### src/hdl/msg_pkg.sv
package msg_pkg;

    // one message word on every link
    localparam int MSG_WIDTH = 64;

    // destination codes
    localparam logic [7:0] DEST_ROOT      = 8'h00;
    localparam logic [7:0] DEST_BROADCAST = 8'hff;

    // header codes
    localparam logic [7:0] HEADER_DECODE_BLOCK = 8'h02;
    localparam logic [7:0] HEADER_RESULT       = 8'h05;
    localparam logic [7:0] HEADER_SUMMARY      = 8'h06;

    // command flags live in the low 16 bits
    localparam int FLAG_REPORT_ALL_BIT = 3;

    // syndrome sits at bits 47:16 of a command
    localparam int SYNDROME_LSB   = 16;
    localparam int SYNDROME_WIDTH = 32;

    // same 64 bits read as a command or as a result
    typedef union packed {
        struct packed {
            logic [7:0]                dest;
            logic [7:0]                header;
            logic [SYNDROME_WIDTH-1:0] syndrome;
            logic [15:0]               flags;
        } cmd;
        struct packed {
            logic [7:0]  dest;
            logic [7:0]  header;
            logic [7:0]  leaf_id;
            logic [7:0]  reserved;
            logic [15:0] defects;
            logic [15:0] cycles;
        } res;
    } msg_word_u;

endpackage

### src/hdl/tree_pkg.sv
package tree_pkg;

    // two leaves under the root
    localparam int NUM_CHILDREN = 2;

    // syndrome bits handled by one leaf
    localparam int SLICE_WIDTH = 16;

    // bits left to scan after the first one
    localparam int SCAN_COUNT_WIDTH = $clog2(SLICE_WIDTH);

    // defect and cycle fields of a result
    localparam int COUNT_WIDTH = 16;

    // must hold 0 up to NUM_CHILDREN
    localparam int RETURN_COUNT_WIDTH = $clog2(NUM_CHILDREN + 1);

    typedef enum logic [1:0] {
        STAGE_IDLE         = 2'd0,
        STAGE_WAIT_RESULTS = 2'd1
    } root_stage_e;

endpackage

### src/hdl/leaf_decoder.sv
module leaf_decoder #(
    parameter int LEAF_ID = 0
) (
    input  logic                         clk,
    input  logic                         reset,

    input  logic [msg_pkg::MSG_WIDTH-1:0] cmd_data,
    input  logic                         cmd_valid,
    output logic                         cmd_ready,

    output logic [msg_pkg::MSG_WIDTH-1:0] res_data,
    output logic                         res_valid,
    input  logic                         res_ready
);

    import msg_pkg::*;
    import tree_pkg::*;

    logic busy;
    logic pair_pend;
    logic [SLICE_WIDTH-1:0] shreg;
    logic [SCAN_COUNT_WIDTH-1:0] remaining;
    logic [COUNT_WIDTH-1:0] defects;
    logic [COUNT_WIDTH-1:0] cycles;

    logic [SLICE_WIDTH-1:0] slice_in;
    logic take_bit;
    logic bit_in;
    logic next_pend;
    logic [SCAN_COUNT_WIDTH-1:0] next_rem;
    logic last_work;
    msg_word_u res_word;

    assign slice_in = cmd_data[SYNDROME_LSB + LEAF_ID * SLICE_WIDTH +: SLICE_WIDTH];

    assign cmd_ready = !busy && !res_valid;

    // a pairing cycle blocks the shift
    assign take_bit  = !pair_pend;
    assign bit_in    = take_bit && shreg[0];
    assign next_pend = bit_in;
    assign next_rem  = take_bit ? remaining - 1'b1 : remaining;
    assign last_work = !next_pend && (next_rem == '0);

    always_ff @(posedge clk) begin
        if (reset) begin
            busy      <= 1'b0;
            pair_pend <= 1'b0;
            res_valid <= 1'b0;
        end else begin
            if (cmd_valid && cmd_ready) begin
                // capture cycle already looks at bit 0
                busy      <= 1'b1;
                pair_pend <= slice_in[0];
                shreg     <= slice_in >> 1;
                remaining <= SCAN_COUNT_WIDTH'(SLICE_WIDTH - 1);
                defects   <= COUNT_WIDTH'(slice_in[0]);
                cycles    <= COUNT_WIDTH'(1);
            end else if (busy) begin
                cycles    <= cycles + 1'b1;
                pair_pend <= next_pend;
                remaining <= next_rem;
                if (take_bit) begin
                    shreg   <= shreg >> 1;
                    defects <= defects + COUNT_WIDTH'(bit_in);
                end
                if (last_work) begin
                    busy      <= 1'b0;
                    res_valid <= 1'b1;
                end
            end else if (res_valid && res_ready) begin
                res_valid <= 1'b0;
            end
        end
    end

    always_comb begin
        res_word = '0;
        res_word.res.dest    = DEST_ROOT;
        res_word.res.header  = HEADER_RESULT;
        res_word.res.leaf_id = 8'(LEAF_ID);
        res_word.res.defects = defects;
        res_word.res.cycles  = cycles;
    end

    assign res_data = res_word;

    // result held until the hub takes it
    a_res_stable: assert property (
        @(posedge clk) disable iff (reset)
        (res_valid && !res_ready) |=> (res_valid && $stable(res_data))
    );

endmodule

### src/hdl/child_link_hub.sv
module child_link_hub (
    input  logic                         clk,
    input  logic                         reset,

    // broadcast side
    input  logic                         bcast_valid,
    output logic                         bcast_ready,
    output logic                         cmd_valid,
    input  logic                         cmd0_ready,
    input  logic                         cmd1_ready,

    // leaf results
    input  logic [msg_pkg::MSG_WIDTH-1:0] res0_data,
    input  logic                         res0_valid,
    output logic                         res0_ready,
    input  logic [msg_pkg::MSG_WIDTH-1:0] res1_data,
    input  logic                         res1_valid,
    output logic                         res1_ready,

    // merged stream to the root
    output logic [msg_pkg::MSG_WIDTH-1:0] up_data,
    output logic                         up_valid,
    input  logic                         up_ready
);

    logic grant;
    logic pick1;

    // both leaves must take the command together
    assign bcast_ready = cmd0_ready && cmd1_ready;
    assign cmd_valid   = bcast_valid && bcast_ready;

    // grant only matters when both are waiting
    assign pick1 = (res0_valid && res1_valid) ? grant : res1_valid;

    assign up_data    = pick1 ? res1_data : res0_data;
    assign up_valid   = res0_valid || res1_valid;
    assign res0_ready = up_ready && !pick1;
    assign res1_ready = up_ready && pick1;

    always_ff @(posedge clk) begin
        if (reset) begin
            grant <= 1'b0;
        end else if (up_valid && up_ready) begin
            grant <= !pick1;
        end
    end

    a_one_ready: assert property (
        @(posedge clk) disable iff (reset)
        !(res0_ready && res1_ready)
    );

endmodule

### src/hdl/root_controller.sv
module root_controller (
    input  logic                         clk,
    input  logic                         reset,

    input  logic [msg_pkg::MSG_WIDTH-1:0] data_from_cpu,
    input  logic                         valid_from_cpu,
    output logic                         ready_from_cpu,

    output logic [msg_pkg::MSG_WIDTH-1:0] data_to_cpu,
    output logic                         valid_to_cpu,
    input  logic                         ready_to_cpu,

    output logic [msg_pkg::MSG_WIDTH-1:0] data_to_fpgas,
    output logic                         valid_to_fpgas,
    input  logic                         ready_to_fpgas,

    input  logic [msg_pkg::MSG_WIDTH-1:0] data_from_fpgas,
    input  logic                         valid_from_fpgas,
    output logic                         ready_from_fpgas
);

    import msg_pkg::*;
    import tree_pkg::*;

    root_stage_e stage;
    logic report_all;
    logic [RETURN_COUNT_WIDTH-1:0] return_count;
    logic [COUNT_WIDTH-1:0] total_defects;
    logic [COUNT_WIDTH-1:0] max_cycles;

    msg_word_u cpu_word;
    msg_word_u fpga_word;
    msg_word_u bcast_word;
    msg_word_u summary_word;

    logic is_decode;
    logic cmd_fire;
    logic result_fire;
    logic all_in;

    assign cpu_word  = data_from_cpu;
    assign fpga_word = data_from_fpgas;

    // only decode-block to the root goes down the tree
    assign is_decode = (cpu_word.cmd.dest == DEST_ROOT) &&
                       (cpu_word.cmd.header == HEADER_DECODE_BLOCK);

    assign all_in = (return_count == RETURN_COUNT_WIDTH'(NUM_CHILDREN));

    // rewrite as broadcast, everything else passes as is
    always_comb begin
        bcast_word = cpu_word;
        bcast_word.cmd.dest = DEST_BROADCAST;
    end

    // cpu side accepts only while idle and the leaves can take it
    assign ready_from_cpu = (stage == STAGE_IDLE) && ready_to_fpgas;
    assign cmd_fire       = valid_from_cpu && ready_from_cpu;
    assign data_to_fpgas  = bcast_word;
    assign valid_to_fpgas = cmd_fire && is_decode;

    always_comb begin
        summary_word = '0;
        summary_word.res.dest     = DEST_ROOT;
        summary_word.res.header   = HEADER_SUMMARY;
        summary_word.res.leaf_id  = 8'h00;
        summary_word.res.defects  = total_defects;
        summary_word.res.cycles   = max_cycles;
    end

    // leaf results up to the cpu
    always_comb begin
        data_to_cpu      = summary_word;
        valid_to_cpu     = 1'b0;
        ready_from_fpgas = 1'b0;
        if (stage == STAGE_WAIT_RESULTS) begin
            if (all_in) begin
                valid_to_cpu = 1'b1;
            end else if (report_all) begin
                // pass each result through untouched
                data_to_cpu      = data_from_fpgas;
                valid_to_cpu     = valid_from_fpgas;
                ready_from_fpgas = ready_to_cpu;
            end else begin
                ready_from_fpgas = 1'b1;
            end
        end
    end

    assign result_fire = valid_from_fpgas && ready_from_fpgas &&
                         (fpga_word.res.header == HEADER_RESULT);

    always_ff @(posedge clk) begin
        if (reset) begin
            stage        <= STAGE_IDLE;
            report_all   <= 1'b0;
            return_count <= '0;
        end else begin
            case (stage)
                STAGE_IDLE: begin
                    if (cmd_fire && is_decode) begin
                        stage         <= STAGE_WAIT_RESULTS;
                        report_all    <= cpu_word.cmd.flags[FLAG_REPORT_ALL_BIT];
                        return_count  <= '0;
                        total_defects <= '0;
                        max_cycles    <= '0;
                    end
                end
                STAGE_WAIT_RESULTS: begin
                    if (result_fire) begin
                        return_count  <= return_count + 1'b1;
                        total_defects <= total_defects + fpga_word.res.defects;
                        if (fpga_word.res.cycles > max_cycles) begin
                            max_cycles <= fpga_word.res.cycles;
                        end
                    end else if (all_in && ready_to_cpu) begin
                        // summary taken this cycle
                        stage      <= STAGE_IDLE;
                        report_all <= 1'b0;
                    end
                end
                default: begin
                    stage <= STAGE_IDLE;
                end
            endcase
        end
    end

    // no new broadcast while results are still out
    a_bcast_only_idle: assert property (
        @(posedge clk) disable iff (reset)
        valid_to_fpgas |-> (stage == STAGE_IDLE)
    );

    a_return_count_bound: assert property (
        @(posedge clk) disable iff (reset)
        return_count <= RETURN_COUNT_WIDTH'(NUM_CHILDREN)
    );

endmodule

### src/hdl/decoder_tree_top.sv
module decoder_tree_top (
    input  logic                         clk,
    input  logic                         reset,

    input  logic [msg_pkg::MSG_WIDTH-1:0] data_from_cpu,
    input  logic                         valid_from_cpu,
    output logic                         ready_from_cpu,

    output logic [msg_pkg::MSG_WIDTH-1:0] data_to_cpu,
    output logic                         valid_to_cpu,
    input  logic                         ready_to_cpu
);

    import msg_pkg::*;
    import tree_pkg::*;

    logic [MSG_WIDTH-1:0] data_to_fpgas;
    logic valid_to_fpgas;
    logic ready_to_fpgas;
    logic [MSG_WIDTH-1:0] data_from_fpgas;
    logic valid_from_fpgas;
    logic ready_from_fpgas;

    logic leaf_cmd_valid;
    logic [NUM_CHILDREN-1:0] leaf_cmd_ready;
    logic [MSG_WIDTH-1:0] leaf_res_data [NUM_CHILDREN];
    logic [NUM_CHILDREN-1:0] leaf_res_valid;
    logic [NUM_CHILDREN-1:0] leaf_res_ready;

    root_controller root0 (
        .clk              (clk),
        .reset            (reset),
        .data_from_cpu    (data_from_cpu),
        .valid_from_cpu   (valid_from_cpu),
        .ready_from_cpu   (ready_from_cpu),
        .data_to_cpu      (data_to_cpu),
        .valid_to_cpu     (valid_to_cpu),
        .ready_to_cpu     (ready_to_cpu),
        .data_to_fpgas    (data_to_fpgas),
        .valid_to_fpgas   (valid_to_fpgas),
        .ready_to_fpgas   (ready_to_fpgas),
        .data_from_fpgas  (data_from_fpgas),
        .valid_from_fpgas (valid_from_fpgas),
        .ready_from_fpgas (ready_from_fpgas)
    );

    child_link_hub hub0 (
        .clk         (clk),
        .reset       (reset),
        .bcast_valid (valid_to_fpgas),
        .bcast_ready (ready_to_fpgas),
        .cmd_valid   (leaf_cmd_valid),
        .cmd0_ready  (leaf_cmd_ready[0]),
        .cmd1_ready  (leaf_cmd_ready[1]),
        .res0_data   (leaf_res_data[0]),
        .res0_valid  (leaf_res_valid[0]),
        .res0_ready  (leaf_res_ready[0]),
        .res1_data   (leaf_res_data[1]),
        .res1_valid  (leaf_res_valid[1]),
        .res1_ready  (leaf_res_ready[1]),
        .up_data     (data_from_fpgas),
        .up_valid    (valid_from_fpgas),
        .up_ready    (ready_from_fpgas)
    );

    // command data goes straight from the root to both leaves
    leaf_decoder #(.LEAF_ID(0)) leaf0 (
        .clk       (clk),
        .reset     (reset),
        .cmd_data  (data_to_fpgas),
        .cmd_valid (leaf_cmd_valid),
        .cmd_ready (leaf_cmd_ready[0]),
        .res_data  (leaf_res_data[0]),
        .res_valid (leaf_res_valid[0]),
        .res_ready (leaf_res_ready[0])
    );

    leaf_decoder #(.LEAF_ID(1)) leaf1 (
        .clk       (clk),
        .reset     (reset),
        .cmd_data  (data_to_fpgas),
        .cmd_valid (leaf_cmd_valid),
        .cmd_ready (leaf_cmd_ready[1]),
        .res_data  (leaf_res_data[1]),
        .res_valid (leaf_res_valid[1]),
        .res_ready (leaf_res_ready[1])
    );

endmodule

### config.mk
export PLATFORM = sky130hd
export DESIGN_NAME = decoder_tree_top
export DESIGN_NICKNAME = d
export VERILOG_FILES = /design/src/hdl/msg_pkg.sv /design/src/hdl/tree_pkg.sv /design/src/hdl/leaf_decoder.sv /design/src/hdl/child_link_hub.sv /design/src/hdl/root_controller.sv /design/src/hdl/decoder_tree_top.sv
export SDC_FILE = /design/constraint.sdc
export NUM_CORES = 1
export LEC_CHECK = 0
export BUFFER_PORTS_ARGS = -buffer_cell sky130_fd_sc_hd__buf_2
export CORE_MARGIN = 8
export CORE_UTILIZATION = 32
export CTS_CLUSTER_SIZE = 16
export DETAILED_ROUTE_END_ITERATION = 10
export GPL_TIMING_DRIVEN = 1
export PLACE_DENSITY = 0.5
export SLEW_MARGIN = 10
export SYNTH_ARGS = -nofsm -noshare
export SYNTH_HDL_FRONTEND = slang
export SYNTH_SLANG_ARGS = --single-unit
### constraint.sdc
create_clock -name clk -period 5.1 [get_ports clk]
set_input_delay 1.02 -clock clk [delete_from_list [all_inputs] [get_ports clk]]
set_output_delay 1.02 -clock clk [all_outputs]
set_load 0.03 [all_outputs]
### Word level (Yosys, flattened, before mapping)

Index checks and enable logic that the tools add are counted.

* flip-flop bits (word level): 148
* input bits: 68
* word-level logic and storage cells: 163
* output and inout port bits: 66

* reduce and logical (&&, ||, !) cells: 52
* magnitude comparators: 1
* muxes and demuxes: 62
* bitwise gates (word level): 3
* add/subtract/negate cells: 8
* equality and inequality tests: 13

Operators by type and width (number)
* 16-bit 2-to-1 mux: 14
* 64-bit 2-to-1 mux: 3
* 16-bit one-hot mux with 2 select lines: 2
* 41-bit 2-to-1 mux: 1
* 16-bit by 1-bit adder with 16-bit output: 2
* 16-bit by 1-bit adder with 16-bit output (second input constant): 2
* 15-bit 2-to-1 mux: 2
* 1-bit 2-to-1 mux: 28
* 1-bit logical AND: 22
* 3-bit AND reduction: 6
* 16-bit adder: 1
* 16-bit greater-than comparator: 1
* 4-bit 2-to-1 mux: 4
* 2-bit != test (second input constant): 7
* 2-bit 2-to-1 mux: 5
* 2-bit nonzero test: 5
* 1-bit logical NOT: 9
* 8-bit by 2-bit == test with 1-bit output (second input constant): 1
* 8-bit by 3-bit == test with 1-bit output (both inputs constant): 1
* 4-bit logical NOT: 2
* 8-bit logical NOT: 1
* 2-bit one-hot mux with 2 select lines: 2
* 4-bit AND reduction: 2
* 4-bit by 1-bit subtractor with 4-bit output (second input constant): 2
* 10 further kinds: 14

### Depth between registers and ports, before layout

Gate-level depths: netlist (run 1).

* depth in word-level cells: 10
* gate-level depth with buffers: 12
* mapped depth without buffers: 11

### Cells and area by module

A second synthesis (run 1) with hierarchy kept.

* cells, all modules: 1125
* area, all modules: 10682.7 µm²

By module, submodules not included
* leaf_decoder: times used 2, seq. area each 1591.5 µm², area an instance 2964.1 µm², cells an instance 292
* root_controller: times used 1, seq. area each 1041.0 µm², area an instance 3703.6 µm², cells an instance 459
* child_link_hub: times used 1, seq. area each 20.0 µm², area an instance 1051.0 µm², cells an instance 82

### Worst setup path after synthesis (run 1)

Ideal clock, no wire load.

* path kind: input-to-reg
* start point: input port data_from_cpu[51] (netlist name)
* end point: register leaf0.defects[0], enable pin
* setup time: 0.429 ns
* stages: 6
* data required time: 4.671 ns
* buffers on the path: 2
* data arrival time: 3.761 ns
* path slack: 0.910 ns
* cell sequence: nor4b_1 nand2_1 or4_1 buf_2 buf_2 a21oi_1

* cells in the longest elaborated chain, start to end: 7
* elaborated cells between the ends (all ways): 8
* classes of those cells: 2 x eq/ne; 6 x reduce/logical

RTL lines
* start, declared: RTL line decoder_tree_top.sv:5 `input logic [msg_pkg::MSG_WIDTH-1:0] data_from_cpu,`
* 8-bit by 2-bit == test with 1-bit output (*): RTL line root_controller.sv:46 `(cpu_word.cmd.header == HEADER_DECODE_BLOCK);`
* 1-bit logical AND (*): RTL line root_controller.sv:45 `assign is_decode = (cpu_word.cmd.dest == DEST_ROOT) &&`
* 1-bit logical AND (*): RTL line root_controller.sv:60 `assign valid_to_fpgas = cmd_fire && is_decode;`
* 1-bit logical AND (*): RTL line child_link_hub.sv:31 `assign cmd_valid = bcast_valid && bcast_ready;`
* 1-bit logical AND (*): RTL line leaf_decoder.sv:51 `if (cmd_valid && cmd_ready) begin`
* 2-bit != test (no source line) or 2-bit nonzero test (tied branches)
* 3-bit AND reduction (no source line) (*)
* end signal, assigned: RTL line leaf_decoder.sv:57 `defects <= COUNT_WIDTH'(slice_in[0]);`
* end signal, assigned: RTL line leaf_decoder.sv:65 `defects <= defects + COUNT_WIDTH'(bit_in);`
* end, declared: RTL line leaf_decoder.sv:23 `logic [COUNT_WIDTH-1:0] defects;`

Every way passes the cells marked *; elsewhere a longest branch is shown, timed or not.
A chain may end at the register's enable or synchronous reset.

### Worst setup path in the final report (run 1)

* start point: register hub0.grant
* end point: output port data_to_cpu[22] (netlist name)

* cells in the longest elaborated chain, start to end: 5

RTL lines
* start, declared: RTL line child_link_hub.sv:26 `logic grant;`
* start signal, assigned: RTL line child_link_hub.sv:45 `grant <= !pick1;`
* 1-bit 2-to-1 mux: RTL line child_link_hub.sv:34 `assign pick1 = (res0_valid && res1_valid) ? grant : res1_valid;`
* 41-bit 2-to-1 mux: RTL line child_link_hub.sv:36 `assign up_data = pick1 ? res1_data : res0_data;`
* 64-bit 2-to-1 mux: RTL line root_controller.sv:79 `end else if (report_all) begin`
* 64-bit 2-to-1 mux: RTL line root_controller.sv:77 `if (all_in) begin`
* 64-bit 2-to-1 mux: RTL line root_controller.sv:76 `if (stage == STAGE_WAIT_RESULTS) begin`
* end, declared: RTL line decoder_tree_top.sv:9 `output logic [msg_pkg::MSG_WIDTH-1:0] data_to_cpu,`

No other way between the ends.

==> impl_results.md, run 1 <==
* Filler cells at 2803
* Cts bufs inserted at 17
* Root Buffer: clkbuf_16
* Worst setup margin at 1.47 ns
* Crit path kind: flip-flop to primary output
* Crit path buffers/inverters at 3
* Post-DP HPWL at 14400 um
* Clock slew at reported path FFs at 0.06 ns
* WP data arrival at 2.61 ns
* Max Slew Vio Count at 0
* Post-CTS sizing at 0
* CP peak stage delay at 0.51 ns
* Slew HR at 50.5%
* Setup crit end kind: primary output
* Die Ht at 182 um
* Hold_sp: hub0.grant
* Static Leakage at 0.00424 uW
* Post-CTS Hold Buffers at 0
* CP delay by family, top: buffers and inverters
* Worst setup SP type: flip-flop
* Async SR Flop Fraction at 0%
* Clk Latency, worst-skew pair at 0.43 ns
* N_diodes at 0
* Synth area leader: edfxtp_1
* Count leader, synth: nand2_1
* Number of global-route vias before repair at 6402
* Site Rows at 60
* Die width at 182 um
* Synth Area in XOR/XNOR at 6.26%
* # port buffers at 89
* Grt ovf at 0
* Final Hold Slack at 0.478 ns
* Min-delay worst type: flip-flop to flip-flop
* First-pass DRT Iterations at 7
* CTS tree: yes
* Count of cell types in the netlist at 49
* Layout area overhead at 15.7%
* Starting Density at 32.6%
* RSZ-0062 raised after global routing: false
* Top FF cell, synth: edfxtp_1
* Synth area leaders: edfxtp_1, nand2_1, ha_1, xor2_1, nor2_1
* Vias at 6532
* Worst Tran Pin Value at 0.735 ns
* Largest net degree at the start of global routing at 92
* Setup Buffers After CTS at 0
* Sw Share at 21.6%
* DRC viols at 0
* Top-level I/O count at 134
* Final ANT Viol Nets at 0
* Run status: complete, no violations
* Worst Path Required at 4.08 ns
* Most used cell along the critical path: nand2_1
* Clock Power Share at 51.1%
* Synth Register Bits at 145
* Simple-gate share of the synthesized area at 22.0%
* Crit path max fanout at 27
* R2r endpoint: root0.max_cycles[0]
* Layout cells sized above 1 at 14.9%
* Max clock buf depth at 2
* DRT Wirelength at 20200 um
* Post-Synthesis Cell Area at 8820 um2
* DR vias/cell at 4.76
* Synth top area share at 45.6%
* Core ar. at 27000 um2
* Largest family of logic cells by synthesized area: simple AND/OR/NAND/NOR gates
* Synth Instances at 934
* R2R Path Start: hub0.grant
* Max cap viols at 0
* R2r setup slk at 1.53 ns
* P_int at 2130 uW
* Wire per inst at 14.8 um
* Fin nets at 1127
* Comb pwr share at 1.9%
* Worst vdd ir at 202 uV
* CP max stage cell: o21ai_0
* Hold Path Depth at 2
* Proportion of synthesized area in mux cells at 4.29%
* Compound-cell area share of the yosys netlist at 6.98%
* Initial antenna violation count at 3
* Placed cells at 1340
* Post-synth EDFFs at 134
* Switching Power at 588 uW
* Post-Synth Adder-Cell Area at 5.90%
* Final hold viol count at 0
* Tmin final at 3.63 ns
* Count of final setup violators at 0
* Synth Area per Inst at 9.44 um2
* Cells on worst reg2reg path at 13
* Hold EP: hub0.grant
* Global-route wire length before repair at 33400 um
* CTS sink cnt at 145
* Setup WS pre-CTS at 1.40 ns
* Worst Skew at 0.0127 ns
* Most frequent cells after synthesis: nand2_1, edfxtp_1, nor2_1
* Non-filler instance count after layout at 1372
* H-tree depth at 4
* Final Power at 2720 uW
* Sequential share of power at 47.0%
* Die area at 33100 um2
* Final RePlAce weighted congestion at 0.739
* Tot GR Track Use at 12.4%
* Seq/Total Area, Yosys at 48.1%
* Critical-path cell list: nand2b_1 > nand2_2 > buf_4 > inv_1 > o21ai_0 > nand2_1 > nand2_1 > buf_2
* PD cells at 267 nW/um2
* Max Clk Rate at 0.276 GHz
* Setup TNS at 0 ns
* Synth warn at 0
* DR iter-0 viols at 387
* Crit share post-route at 71.2%
## per-layer routing
metal  track usage [%]  wire (um)
met1              17.9      10600
met2              17.8       8300
met4              3.28        147
met3              3.49       1190
met5                 0         30
## flip-flops by register name (all words and copies together), names as in the netlist, 2 cells and up
| name | count |
|---|---|
| leaf0.cycles | 16 |
| leaf0.remaining | 4 |
| leaf1.shreg | 15 |
| root0.total_defects | 16 |
| leaf1.remaining | 4 |
| leaf0.defects | 16 |
| leaf0.shreg | 15 |
| root0.max_cycles | 16 |
| root0.return_count | 2 |
| leaf1.defects | 16 |
| leaf1.cycles | 16 |
## how the worst max path moves through the flow
stage / start / end / depth (start not counted)
CTS: hub0.grant / data_to_cpu[22] / 8
global route: hub0.grant / root0.total_defects[14] / 11
global placement: data_from_cpu[51] / root0.max_cycles[0] / 8
finish: hub0.grant / data_to_cpu[22] / 8
floorplan: data_from_cpu[51] / leaf0.defects[0] / 6
detailed placement: data_from_cpu[51] / root0.max_cycles[2] / 8
## worst register-to-register path: cells and delay by family, from the launching register on
family          cells  cell delay [ns]
buf+inv             3             0.81
simple gates        3             0.54
mux                 1             0.44
fa+ha+maj           1             0.30
flops               1             0.30
compound gates      5             0.86
## layout by cell type (no fill, tap or decap), types with 5 or more instances in the layout
| cell type | synthesis | routed |
|---|---|---|
| a211oi_1 | 7 | 7 |
| a21o_1 | 5 | 5 |
| a21oi_1 | 32 | 30 |
| and2_1 | 19 | 19 |
| and3_1 | 9 | 9 |
| buf_2 | 10 | 89 |
| buf_4 | 29 | 10 |
| clkbuf_16 | 0 | 17 |
| conb_1 | 2 | 29 |
| dfxtp_1 | 11 | 11 |
| edfxtp_1 | 134 | 134 |
| ha_1 | 40 | 40 |
| inv_1 | 50 | 50 |
| mux2_2 | 14 | 14 |
| mux2i_1 | 22 | 22 |
| nand2_1 | 207 | 205 |
| nand2b_1 | 8 | 8 |
| nand3_1 | 29 | 29 |
| nand4_1 | 13 | 13 |
| nor2_1 | 83 | 83 |
| nor2b_1 | 26 | 26 |
| nor4_1 | 7 | 6 |
| o21ai_0 | 42 | 42 |
| or3_1 | 12 | 12 |
| xnor2_1 | 21 | 21 |
| xor2_1 | 42 | 42 |
## power groups by stage
stage / combinational (uW) / sequential (uW) / clock, uW
2_1_floorplan: 48.2 / 1300 / 0
3_3_place_gp: 51.2 / 1300 / 0
3_5_place_dp: 51.5 / 1300 / 0
4_1_cts: 51.7 / 1280 / 1420
5_1_grt: 55.9 / 1280 / 1470
6_report: 52.6 / 1280 / 1390
## cells by family (layout without fill, tap and decap cells)
kind of cell               after synthesis  count (layout)
and+or+nand+nor                        429             429
DFF                                    145             145
buffers and inverters                  112             182
AOI/OAI and AO/OA                      106             106
xor gates and xnor gates                63              63
adders and majority gates               41              41
muxes                                   36              36
other                                    2              29
## through the flow
step	instance area, um2	util [%]
2_1_floorplan	8920	-
3_3_place_gp	9550	35.3
3_5_place_dp	9550	35.3
4_1_cts	10200	37.7
5_1_grt	10200	37.7
6_report	10200	37.7
## cell type report
type | count | area [um2] | area share, %
multi-input combinational | 704 | 4150 | 40.7
clock inverter | 15 | 223 | 2.18
clock buffer | 17 | 425 | 4.17
timing repair buffer | 100 | 541 | 5.30
inverter | 50 | 188 | 1.84
tap | 341 | 427 | 4.18
sequential | 145 | 4240 | 41.6
(Power assumes the default switching activity.)
==> inputs of run 2 (changes only) <==
--- a/config.mk
+++ b/config.mk
@@ -5,6 +5,7 @@
 export SDC_FILE = /design/constraint.sdc
 export NUM_CORES = 1
 export LEC_CHECK = 0
+export ABC_AREA = 1
 export BUFFER_PORTS_ARGS = -buffer_cell sky130_fd_sc_hd__buf_2
 export CORE_MARGIN = 8
 export CORE_UTILIZATION = 32
==> constraint.sdc (replaced) <==
create_clock -name clk -period 3.7 [get_ports clk]
set_input_delay 0.74 -clock clk [delete_from_list [all_inputs] [get_ports clk]]
set_output_delay 0.74 -clock clk [all_outputs]
set_load 0.03 [all_outputs]
==> impl_results.md, run 2 <==
* RSZ-0062 raised after global routing: false
* Slew HR at 49.1%
* Die Ht at 187 um
* Crit path kind: flip-flop to primary output
* Static Leakage at 0.00490 uW
* Count of final setup violators at 0
* Run status: complete, no violations
* CP max stage cell: dfxtp_1
* Site Rows at 62
* CTS tree: yes
* Worst Tran Pin Value at 0.762 ns
* Core ar. at 28700 um2
* R2R Path Start: leaf0.res_valid
* Count of cell types in the netlist at 42
* Worst vdd ir at 236 uV
* Most frequent cells after synthesis: nand2_1, inv_1, edfxtp_1
* Synth Register Bits at 145
* H-tree depth at 4
* Synth area leader: edfxtp_1
* Post-DP HPWL at 16800 um
* Post-Synthesis Cell Area at 9350 um2
* Max Clk Rate at 0.331 GHz
* Max cap viols at 0
* Layout cells sized above 1 at 15.2%
* Hold_sp: hub0.grant
* CTS sink cnt at 145
* Min-delay worst type: flip-flop to flip-flop
* Max Slew Vio Count at 0
* Post-CTS Hold Buffers at 0
* Max clock buf depth at 2
* DRC viols at 0
* CP peak stage delay at 0.35 ns
* Cell Area, Placed at 10100 um2
* Worst Skew at 0.0200 ns
* Fin area at 10800 um2
* First-pass DRT Iterations at 5
* Clock slew at reported path FFs at 0.06 ns
* Starting Density at 32.6%
* Final ANT Viol Nets at 0
* Clk Latency, worst-skew pair at 0.43 ns
* Initial antenna violation count at 0
* Most frequent cells in the layout: nand2_1, inv_1, edfxtp_1
* Commonest non-fill, non-tap cell in the layout: nand2_1
* Synth Area per Inst at 8.04 um2
* Synth top area share at 43.1%
* Number of global-route vias before repair at 7505
* Top-level I/O count at 134
* Die area at 34900 um2
* Wire per inst at 13.9 um
* R2r setup slk at 0.75 ns
* Tmin final at 3.02 ns
* Most used cell along the critical path: inv_1
* Async SR Flop Fraction at 0%
* Root Buffer: clkbuf_16
* Fin nets at 1361
* Setup Buffers After CTS at 0
* Die width at 187 um
* DR vias/cell at 4.55
* N_diodes at 0
* Count leader, synth: nand2_1
* PD cells at 342 nW/um2
* Setup TNS at 0 ns
* Layout area overhead at 15.2%
* Top FF cell, synth: edfxtp_1
* Synth area leaders: edfxtp_1, nand2_1, inv_1, ha_1, nor2_1
* DRT Wirelength at 22900 um
* Hold Path Depth at 2
* WP data arrival at 2.28 ns
* Worst Path Required at 2.96 ns
* Largest net degree at the start of global routing at 59
* Seq/Total Area, Yosys at 45.4%
* Setup crit end kind: primary output
* Post-CTS sizing at 0
* Critical-path cell list: inv_1 > ha_1 > inv_1 > nand3_1 > inv_2 > buf_12 > nand2_1 > o21ai_0 > buf_2
* Crit share post-route at 81.7%
* Vias at 7498
* Hold EP: hub0.grant
* Synth Instances at 1163
* Grt ovf at 0
* Post-synth EDFFs at 134
* Cts bufs inserted at 17
* Synth warn at 0
* Crit path max fanout at 26
* DR iter-0 viols at 410
* Worst setup SP type: flip-flop
* R2r endpoint: root0.total_defects[11]
* Final Power at 3680 uW
* Final hold viol count at 0
* Final RePlAce weighted congestion at 0.843
* Global-route wire length before repair at 38200 um
* Tot GR Track Use at 13.3%
* # port buffers at 89
* Cells on worst reg2reg path at 13
-- run 2: cell count changes in the layout (fill, tap and decap cells not counted), sizes merged, moves of 22 or more --
cell   previous run  this run
nor2             83       105
o21ai            42        84
xor2             42        13
nor2b            26         0
nand3            29        71
inv              56       165
nand2           207       338
mux2i            22         0
a21oi            33        62
-- run 2: layout make-up --
type / count / area, um2
inverter: 156 / 586
multi-input combinational: 826 / 4220
timing repair buffer: 106 / 623
tap: 384 / 480
fill: 3027 / 17900
clock inverter: 15 / 190
clock buffer: 17 / 425
sequential: 145 / 4240
-- run 2: critical path: cells and delay by family (launching register included) --
kind / cells / cell delay (ns)
buffers and inverters: 5 / 0.99
adders and majority gates: 1 / 0.19
DFF: 1 / 0.35
AOI/OAI and AO/OA: 1 / 0.08
and+or+nand+nor: 2 / 0.27
-- run 2: layer usage --
layer  track usage [%]  up-vias  wire (um)
met1              18.5     3385      11800
met3              3.56        9       1180
met2              20.3      155       9720
li1                  -     3949          -
met5                 0        -          0
met4              2.72        0        135
-- run 2: through the flow --
stage | hold WS, ns | instances | setup WS [ns] | util (%)
after floorplan | 0.458 | 1190 | 0.243 | -
after global placement | 0.474 | 1617 | 0.759 | 35.4
after detailed placement | 0.477 | 1617 | 0.725 | 35.4
after CTS | 0.487 | 1649 | 0.626 | 37.5
after global routing | 0.519 | 1649 | 0.427 | 37.5
final | 0.483 | 1649 | 0.677 | 37.5
-- run 2: cells by family (layout without fill, tap and decap cells) --
group,after synthesis,after routing,synth area share (%)
compound gates,162,162,9.93
xor+xnor,20,20,1.87
fa+ha+maj,41,41,5.57
buf+inv,219,294,10.7
flops,145,145,45.4
other cells,2,29,0.0804
simple gates,574,574,26.4
-- run 2: how the worst max path moves through the flow --
stage               cells past startpoint  slack [ns]                      end                   from
floorplan                               8        0.24         leaf1.defects[0]      data_from_cpu[59]
global placement                       13        0.76  root0.total_defects[11]        leaf0.res_valid
detailed placement                     13        0.73  root0.total_defects[11]        leaf0.res_valid
CTS                                     8        0.63          data_to_cpu[22]        leaf0.res_valid
global route                            9        0.43           data_to_cpu[3]  root0.return_count[0]
finish                                  9        0.68           data_to_cpu[5]  root0.return_count[0]
-- run 2: report_power, final --
part           switching, uW  internal (uW)  total (uW)
clock network            803           1030        1830
registers            0.00875           1760        1760
logic                   58.4           22.4        80.8
total                    862           2810        3680
==> inputs of run 3 (changes only) <==
--- a/config.mk
+++ b/config.mk
@@ -5,14 +5,14 @@
 export SDC_FILE = /design/constraint.sdc
 export NUM_CORES = 1
 export LEC_CHECK = 0
-export ABC_AREA = 1
+export ABC_AREA = 0
 export BUFFER_PORTS_ARGS = -buffer_cell sky130_fd_sc_hd__buf_2
 export CORE_MARGIN = 8
 export CORE_UTILIZATION = 32
 export CTS_CLUSTER_SIZE = 16
 export DETAILED_ROUTE_END_ITERATION = 10
 export GPL_TIMING_DRIVEN = 1
-export PLACE_DENSITY = 0.5
+export PLACE_DENSITY = 0.52
 export SLEW_MARGIN = 10
 export SYNTH_ARGS = -nofsm -noshare
 export SYNTH_HDL_FRONTEND = slang
==> constraint.sdc (replaced) <==
create_clock -name clk -period 2.7 [get_ports clk]
set_input_delay 0.54 -clock clk [delete_from_list [all_inputs] [get_ports clk]]
set_output_delay 0.54 -clock clk [all_outputs]
set_load 0.03 [all_outputs]
==> impl_results.md, run 3 (same netlist as run 1, synthesis figures left out) <==
* DR vias/cell at 4.70
* Root Buffer: clkbuf_16
* First-pass DRT Iterations at 8
* Filler cells at 2663
* PD cells at 415 nW/um2
* N_diodes at 0
* Run status: complete, but fails checks
* Failing checks: setup timing
* Worst Tran Pin Value at 0.504 ns
* Commonest non-fill, non-tap cell in the layout: nand2_1
* Hold Path Depth at 3
* Switching Power at 1080 uW
* CTS tree: yes
* Final ANT Viol Nets at 0
* Die width at 182 um
* Wire per inst at 14.6 um
* Sw Share at 23.0%
* Initial antenna violation count at 3
* Number of global-route vias before repair at 6843
* Max Clk Rate at 0.367 GHz
* Crit path kind: flip-flop to flip-flop
* Fin nets at 1217
* Max clock buf depth at 2
* Site Rows at 60
* Worst setup SP type: flip-flop
* Crit share post-route at 101%
* Die Ht at 182 um
* Most frequent cells in the layout: nand2_1, edfxtp_1, buf_4
* Cells on worst reg2reg path at 8
* Max cap viols at 0
* Worst vdd ir at 320 uV
* DRT Wirelength at 21300 um
* RSZ-0062 raised after global routing: true
* H-tree depth at 4
* Clock slew at reported path FFs at 0.07 ns
* Final RePlAce weighted congestion at 0.783
* Die area at 33100 um2
* Starting Density at 32.6%
* Post-DP HPWL at 15300 um
* Slew HR at 66.1%
* Setup WS pre-CTS at -0.181 ns
* Comb pwr share at 2.1%
* DRC viols at 0
* Clock Power Share at 46.6%
* Sequential share of power at 51.3%
* Global-route wire length before repair at 34600 um
* Final hold viol count at 0
* Cts bufs inserted at 17
* Worst Path Required at 2.85 ns
* WP data arrival at 2.87 ns
* # port buffers at 89
* Min-delay worst type: input port to flip-flop
* Grt ovf at 0
* Worst setup margin at -0.0248 ns
* Largest net degree at the start of global routing at 58
* Layout cells sized above 1 at 26.3%
* Top-level I/O count at 134
* Max Slew Vio Count at 0
* DR iter-0 viols at 385
* Setup crit end kind: flip-flop
* CTS sink cnt at 145
* Layout area overhead at 28.7%
* Final Hold Slack at 0.376 ns
* P_int at 3630 uW
* Core ar. at 27000 um2
* Post-CTS Hold Buffers at 0
* Worst Skew at 0.0172 ns
* Crit path max fanout at 7
* Tot GR Track Use at 12.9%
* Count of final setup violators at 8
* Clk Latency, worst-skew pair at 0.43 ns
* Vias at 6871
* Tmin final at 2.72 ns
* Static Leakage at 0.00469 uW
## run 3: cell types whose count changed in the layout (fill, tap and decap cells not counted), moves of 17 or more
cell	before	now
nand2_1	335	204
nand3_1	65	28
buf_4	13	89
o21ai_0	47	30
nor2_1	96	78
a21oi_1	59	26
and2_1	0	19
inv_1	148	49
xor2_1	13	42
nor2b_1	0	25
## run 3: per-layer routing
layer / vias up / part of all wire (%) / global-route usage [%]
li1: 3503 / - / -
met1: 3184 / 50 / 17.7
met2: 158 / 43 / 19.4
met3: 20 / 6.4 / 3.77
met4: 6 / 0.95 / 3.31
met5: - / 0.16 / 0
## run 3: path summary, 6_finish.rpt
path | slack (ns) | start | to
max | -0.02 | leaf1.res_valid | root0.max_cycles[9]
min | 0.38 | data_from_cpu[3] | root0.report_all
max reg2reg | -0.02 | leaf1.res_valid | root0.max_cycles[9]
min reg2reg | 0.49 | hub0.grant | hub0.grant
## run 3: timing repair
action | 4_1_cts | 5_1_grt
gates resized for setup | 22 | 61
cloned | 0 | 2
pin swaps | 7 | 15
setup buffers | 2 | 7
endpoints found under the setup margin | 43 | 71
## run 3: stage by stage
stage | utilization, % | instance area, um2 | setup TNS [ns] | std cells | power (uW)
finish | 42.0 | 11300 | -0.185 | 1462 | 4710
global route | 42.0 | 11300 | -2.93 | 1462 | 4860
CTS | 40.6 | 11000 | -1.31 | 1454 | 4760
detailed placement | 38.2 | 10300 | -3.81 | 1420 | 2560
global placement | 38.2 | 10300 | -3.71 | 1420 | 2560
floorplan | - | 9040 | -2.28 | 961 | 2560
## run 3: layout make-up
type | instances | area (um2) | area share, %
Clock inverter | 15 | 111 | 0.982
Inverter | 50 | 191 | 1.69
Tap cell | 341 | 427 | 3.76
Sequential cell | 145 | 4250 | 37.4
Clock buffer | 17 | 425 | 3.75
Timing Repair Buffer | 190 | 1390 | 12.2
Multi-Input combinational cell | 704 | 4560 | 40.2
## run 3: worst max-delay path, stage by stage, from the launching register on
cell	delay, ns
dfxtp_1	0.36
buf_4	0.17
or2_1	0.22
or4_4	0.45
or4_4	0.50
a21oi_4	0.23
nand2_2	0.08
a31oi_4	0.23
clkbuf_16	0.21
## run 3: power groups by stage
stage | sequential (uW) | clock [uW] | combinational, uW
finish | 2410 | 2190 | 101
global route | 2410 | 2330 | 108
CTS | 2410 | 2250 | 99.3
detailed placement | 2460 | 0 | 98.9
global placement | 2460 | 0 | 99.2
floorplan | 2460 | 0 | 93.0
